**src/rtl/split_join_macros.svh**
```systemverilog
/*
 sizing macros shared by the stream packages and the split/join datapath
 include ahead of any package or module that sizes a stream or the buffer
*/
`ifndef SPLIT_JOIN_MACROS_SVH
`define SPLIT_JOIN_MACROS_SVH

`default_nettype none

// bytes carried by one stream word and so the width of tkeep
`define DATA_BYTE_WID 8

// the payload memory holds 2**8 = 256 words
`define BUF_ADDR_WID 8

// headers are counted in whole words and may span 1 to 15 of them
`define HDR_CNT_WID 4

`default_nettype wire

`endif

```
**src/rtl/axi4s_pkg.sv**
```systemverilog
/*
 data types carried on every AXI4-Stream port of the split/join subsystem
 modules take them through a wildcard import in their header
*/
`include "split_join_macros.svh"

`default_nettype none

package axi4s_pkg;

   // ------------------------------
   // stream word types
   // ------------------------------

   // one data word holds eight bits for each byte lane
   typedef logic [`DATA_BYTE_WID*8-1:0] tdata_t;

   // one valid flag for each byte lane of tdata
   typedef logic [`DATA_BYTE_WID-1:0] tkeep_t;

endpackage

`default_nettype wire

```
**src/rtl/buffer_pkg.sv**
```systemverilog
/*
 packet buffer addressing and the header context that ties a header to its payload
 the context rides on the header stream tuser and comes back unchanged
*/
`include "split_join_macros.svh"

`default_nettype none

package buffer_pkg;

   // word address inside the payload memory
   typedef logic [`BUF_ADDR_WID-1:0] buf_ptr_t;

   // pld_ptr is the address of the first payload word of the packet
   // pld_present is low when the whole packet fitted inside its header
   typedef struct packed {
      buf_ptr_t pld_ptr;
      logic     pld_present;
   } hdr_ctx_t;

endpackage

`default_nettype wire

```
**src/rtl/axi4s_split.sv**
```systemverilog
/*
 header splitter for the in-line header path
 the first hdr_words words of each packet go out on hdr_out with their buffer context
 and every later word is written into the packet buffer on the buf stream
*/
`timescale 1ns/1ps
`include "split_join_macros.svh"

`default_nettype none

module axi4s_split
   import axi4s_pkg::*;
   import buffer_pkg::*;
(
   input  logic                    aclk,
   input  logic                    reset,
   input  tdata_t                  in_tdata,
   input  tkeep_t                  in_tkeep,
   input  logic                    in_tlast,
   input  logic                    in_tvalid,
   output logic                    in_tready,
   output tdata_t                  hdr_out_tdata,
   output tkeep_t                  hdr_out_tkeep,
   output logic                    hdr_out_tlast,
   output logic                    hdr_out_tvalid,
   input  logic                    hdr_out_tready,
   output hdr_ctx_t                hdr_out_tuser,
   output tdata_t                  buf_tdata,
   output tkeep_t                  buf_tkeep,
   output logic                    buf_tlast,
   output logic                    buf_tvalid,
   input  logic                    buf_tready,
   input  buf_ptr_t                buf_wr_ptr,
   input  logic [`HDR_CNT_WID-1:0] hdr_words
);

   typedef enum logic {HDR, PLD} state_t;

   state_t                  state;
   logic [`HDR_CNT_WID-1:0] cnt;
   logic [`HDR_CNT_WID:0]   cnt_next;
   logic [`HDR_CNT_WID-1:0] hdr_lim;
   logic [`HDR_CNT_WID-1:0] lim;
   logic                    hdr_free;
   logic                    buf_free;
   logic                    in_fire;
   logic                    last_hdr;
   logic                    hold_valid;
   tdata_t                  hold_tdata;
   tkeep_t                  hold_tkeep;

   // an output stage can take a word when it is empty or being emptied
   assign hdr_free = !hdr_out_tvalid || hdr_out_tready;
   assign buf_free = !buf_tvalid || buf_tready;
   assign in_fire  = in_tvalid && in_tready;

   // hdr_words is only looked at on the first word of a packet
   assign lim      = (state == HDR && cnt == '0) ? hdr_words : hdr_lim;
   assign cnt_next = {1'b0, cnt} + 1'b1;
   // a zero count behaves like a one word header
   assign last_hdr = in_tlast || (cnt_next >= {1'b0, lim});

   // releasing the held header word loads both output stages at once
   always_comb begin
      if (state == HDR) begin
         in_tready = hdr_free;
      end else if (hold_valid) begin
         in_tready = hdr_free && buf_free;
      end else begin
         in_tready = buf_free;
      end
   end

   // ------------------------------
   // steering and handshake state
   // ------------------------------
   always_ff @(posedge aclk) begin
      if (reset) begin
         state          <= HDR;
         cnt            <= '0;
         hdr_lim        <= '0;
         hold_valid     <= 1'b0;
         hdr_out_tvalid <= 1'b0;
         buf_tvalid     <= 1'b0;
      end else begin
         if (hdr_out_tready) hdr_out_tvalid <= 1'b0;
         if (buf_tready) buf_tvalid <= 1'b0;
         if (in_fire && state == HDR) begin
            if (cnt == '0) hdr_lim <= hdr_words;
            cnt <= last_hdr ? '0 : cnt_next[`HDR_CNT_WID-1:0];
            // the last header word of a longer packet waits for its payload pointer
            if (last_hdr && !in_tlast) begin
               hold_valid <= 1'b1;
               state      <= PLD;
            end else begin
               hdr_out_tvalid <= 1'b1;
            end
         end
         if (in_fire && state == PLD) begin
            buf_tvalid <= 1'b1;
            if (hold_valid) begin
               hold_valid     <= 1'b0;
               hdr_out_tvalid <= 1'b1;
            end
            if (in_tlast) state <= HDR;
         end
      end
   end

   // ------------------------------
   // word registers
   // ------------------------------
   always_ff @(posedge aclk) begin
      if (in_fire && state == HDR) begin
         if (last_hdr && !in_tlast) begin
            hold_tdata <= in_tdata;
            hold_tkeep <= in_tkeep;
         end else begin
            hdr_out_tdata <= in_tdata;
            hdr_out_tkeep <= in_tkeep;
            hdr_out_tlast <= in_tlast;
            // a header that ends the packet carries no payload context
            hdr_out_tuser <= hdr_ctx_t'{pld_ptr: buf_wr_ptr, pld_present: 1'b0};
         end
      end
      if (in_fire && state == PLD) begin
         buf_tdata <= in_tdata;
         buf_tkeep <= in_tkeep;
         buf_tlast <= in_tlast;
         if (hold_valid) begin
            hdr_out_tdata <= hold_tdata;
            hdr_out_tkeep <= hold_tkeep;
            hdr_out_tlast <= 1'b1;
            // a word still leaving buf this cycle lands at buf_wr_ptr, so ours goes one later
            hdr_out_tuser <= hdr_ctx_t'{pld_ptr: buf_wr_ptr + buf_ptr_t'(buf_tvalid),
                                        pld_present: 1'b1};
         end
      end
   end

   // the header processor must see a stalled word unchanged until it takes it
   a_hdr_stable: assert property (@(posedge aclk) disable iff (reset)
      hdr_out_tvalid && !hdr_out_tready |=> hdr_out_tvalid && $stable(hdr_out_tdata)
         && $stable(hdr_out_tkeep) && $stable(hdr_out_tlast) && $stable(hdr_out_tuser));

endmodule

`default_nettype wire

```
**config.mk**
```make
export PLATFORM = sky130hd
export DESIGN_NAME = axi4s_split
export DESIGN_NICKNAME = d
export VERILOG_FILES = /design/src/rtl/axi4s_pkg.sv /design/src/rtl/buffer_pkg.sv /design/src/rtl/axi4s_split.sv
export VERILOG_INCLUDE_DIRS = /design/src /design/src/rtl
export SDC_FILE = /design/constraint.sdc
export NUM_CORES = 1
export LEC_CHECK = 0
export BUFFER_PORTS_ARGS = -buffer_cell sky130_fd_sc_hd__buf_2
export CAP_MARGIN = 20
export CORE_ASPECT_RATIO = 2
export CORE_MARGIN = 3
export CORE_UTILIZATION = 40
export CTS_CLUSTER_SIZE = 30
export DETAILED_ROUTE_END_ITERATION = 16
export HOLD_SLACK_MARGIN = 0.12
export PLACE_DENSITY_LB_ADDON = 0.25
export SLEW_MARGIN = 0
export SYNTH_ARGS = -nofsm -noshare
export SYNTH_HDL_FRONTEND = slang
export SYNTH_SLANG_ARGS = --single-unit
```
**constraint.sdc**
```tcl
create_clock -name aclk -period 9.66 [get_ports aclk]
set_clock_uncertainty 0.15 [all_clocks]
set_input_delay 0.966 -clock aclk [delete_from_list [all_inputs] [get_ports aclk]]
set_output_delay 0.966 -clock aclk [all_outputs]
set_load 0.03 [all_outputs]
```
==> impl_metrics.tcl <==
set metrics [dict create \
    final_cell_mix "247 x buf_2, 145 x edfxtp_1, 94 x dfxtp_1, 81 x inv_1, 76 x a22oi_1" \
    synthFlopType "edfxtp_1" \
    period_share_pct 41.19 \
    initial_utilization_pct 40.82 \
    synth_top_family_by_area "compound AO/OA/AOI/OAI gates" \
    fmax_ghz 0.2513 \
    grt_max_degree 78 \
    crit_path_end_kind "flop" \
    design.core.area_um2 21020 \
    area_growth_pct 24.18 \
    worstPathArrival_ns 3.94 \
    final_antenna_net_count 0 \
    setup_violations 0 \
    critPathSlowestCell "and3_4" \
    antenna_found_initial 0 \
    synth_cells 606 \
    crit_path_frequent_cell "ha_1" \
    ir_worst_vdd_uv 153.4 \
    hold_path_class "reg2reg" \
    crit_chain "inv_1 -> ha_1 -> nor4b_2 -> mux2_2 -> ha_1 -> nand2b_4 -> a2111oi_2 -> o21ai_1 -> and3_4" \
    cts_setup_buffers 0 \
    synth_edf_count 145 \
    rows 75 \
    cts_tree "done" \
    critPathLaunchType "flop" \
    cpPeakStageDelay_ns 0.90 \
    vias 5625 \
    hold_path_depth 2 \
    status "finished clean" \
    clkSlewWorstSetupHoldPaths_ns 0.06 \
    hold_viol 0 \
    rsz0062_at_grt "false" \
    nets 947 \
    p_leak_nw 4.419 \
    relSlewSlack_pct 30.23 \
    clockBufferDepth 3 \
    register_area_um2 6236 \
    fp.dieW_um 109.6 \
    layout.cells.most_common "buf_2" \
    synth_xor_area_share_pct 0.3062 \
    track_usage_pct 16.54 \
    fillers 1956 \
    diodes 0 \
    synth-compound-area-share_pct 15.46 \
    synth_area_leaders "edfxtp_1 51%, dfxtp_1 22%, a22oi_1 6.6%" \
    worstMarginPinSlew_ns 1.047 \
    crit_type "reg2reg" \
    io_pins 248 \
    viasPerCell 4.969 \
    fp.dieArea_um2 23350 \
    wirelength_um 19770 \
    gp_congestion 0.8005 \
    synth_largest_area_cell "edfxtp_1" \
    cts_made_buffers 21 \
    dpl_worst_slack_ns 5.688 \
    drcViolationCount 0 \
    cp_max_fo 73 \
    synth-seq-cells 239 \
    syn_nets 704 \
    cts_resized 0 \
    cts_root_buf "clkbuf_16" \
    dpl.hpwl_um 13550 \
    hold_slack_ns 0.3002 \
    synth.top_cell.area_share_pct 50.74 \
    yosysWarnings 0 \
    clk_latency_ns 0.50 \
    synthAdderAreaFrac_pct 1.167 \
    grt_pass1_wl_um 30010 \
    grt_overflow_total 0 \
    cts_htree_levels 1 \
    dr.pass1.iters 4 \
    synthMuxAreaShare_pct 0.9478 \
    grt_pass1_vias 5542 \
    postCtsHoldBufs 0 \
    synth_cell_types 53 \
    cts.sinks 239 \
    multi_input_area_um2 1837 \
    power_density_nw_per_um2 236.9 \
    synth.cell_area_um2 8581 \
    die_y_um 213.1 \
    cp.required_ns 9.62 \
    drv_slew 0 \
    async_flop_share_pct 0 \
    synthSimpleGateAreaFrac_pct 3.193 \
    postSynthAreaPerCell_um2 14.16 \
    tns_ns 0 \
    period_needed_ns 3.979 \
    max_cap_viol_count 0 \
    drive_above_1_share_pct 36.85 \
    yosysSeqAreaShare_pct 72.67 \
    ff2ff_path_depth 9 \
    port_buffers 247 \
    drt_iter0_markers 247 \
    fin_ws_ns 5.681 \
    drt-wirelength-per-cell_um 17.47 \
]
[stage by stage]
step                cells  utilization (%)  total power [mW]  area [um^2]
floorplan             606                -             1.572         8581
global placement     1095            47.48             1.719         9980
detailed placement   1095            47.48             1.726         9980
CTS                  1132            50.69             2.560        10660
global route         1132            50.69             2.635        10660
finish               1132            50.69             2.524        10660
[cell type report]
class | instances | share of cell area, %
Clock buffer | 24 | 5.237
Multi-Input combinational cell | 255 | 17.24
Tap cell | 269 | 3.159
Sequential cell | 239 | 58.53
Timing Repair Buffer | 251 | 11.88
Inverter | 81 | 2.853
Clock inverter | 13 | 1.104
[metal layers]
metal	wire length [um]	track usage, %	vias up
met5	0	0	-
met4	740	7.749	0
met3	1023	2.269	46
met2	10770	29.71	176
met1	7234	19.05	2705
li1	-	-	2698
[cells by family after synthesis]
family | count (synthesis)
AOI/OAI and AO/OA | 186
xor gates and xnor gates | 3
adders and majority gates | 8
buffers and inverters | 112
DFF | 239
muxes | 8
and+or+nand+nor | 50
[flip-flops by register name (all words and copies together) (netlist names)]
register / flops
buf_tdata: 64
buf_tkeep: 8
buf_tlast: 1
buf_tvalid: 1
cnt: 4
hdr_lim: 4
hdr_out_tdata: 64
hdr_out_tkeep: 8
hdr_out_tlast: 1
hdr_out_tuser: 9
hdr_out_tvalid: 1
hold_tdata: 64
hold_tkeep: 8
hold_valid: 1
state: 1
[power by group]
part / internal [mW] / leakage [nW] / total [mW] / switching, mW
Sequential: 1.18 / 2.10 / 1.22 / 0.0425
Clock: 0.470 / 0.334 / 0.829 / 0.359
Combinational: 0.136 / 1.99 / 0.471 / 0.335
[worst max-delay path: cells and delay by family (launching register included)]
kind | cells | cell delay, ns
compound gates | 2 | 0.49
fa+ha+maj | 2 | 0.40
buf+inv | 1 | 0.08
flops | 1 | 0.37
mux | 1 | 0.41
simple gates | 3 | 1.58
[path summary, 6_finish.rpt]
kind                       endpoint         startpoint  slack [ns]
setup reg to reg     hold_tdata[14]             cnt[0]        5.68
setup / recovery     hold_tdata[14]             cnt[0]        5.68
hold / removal    hdr_out_tdata[24]  hdr_out_tdata[24]        0.30
hold reg to reg   hdr_out_tdata[24]  hdr_out_tdata[24]        0.30
[cell usage after synthesis, drive strengths merged, types with 3 or more instances]
library cell,instances
a21oi,5
a22oi,76
and3,6
buf,23
clkbuf,8
dfxtp,94
edfxtp,145
ha,8
inv,81
mux2i,7
nand2,11
nand2b,3
nand3,5
nor2,14
nor2b,3
o21a,3
o21ai,82
(Power assumes the default switching activity.)
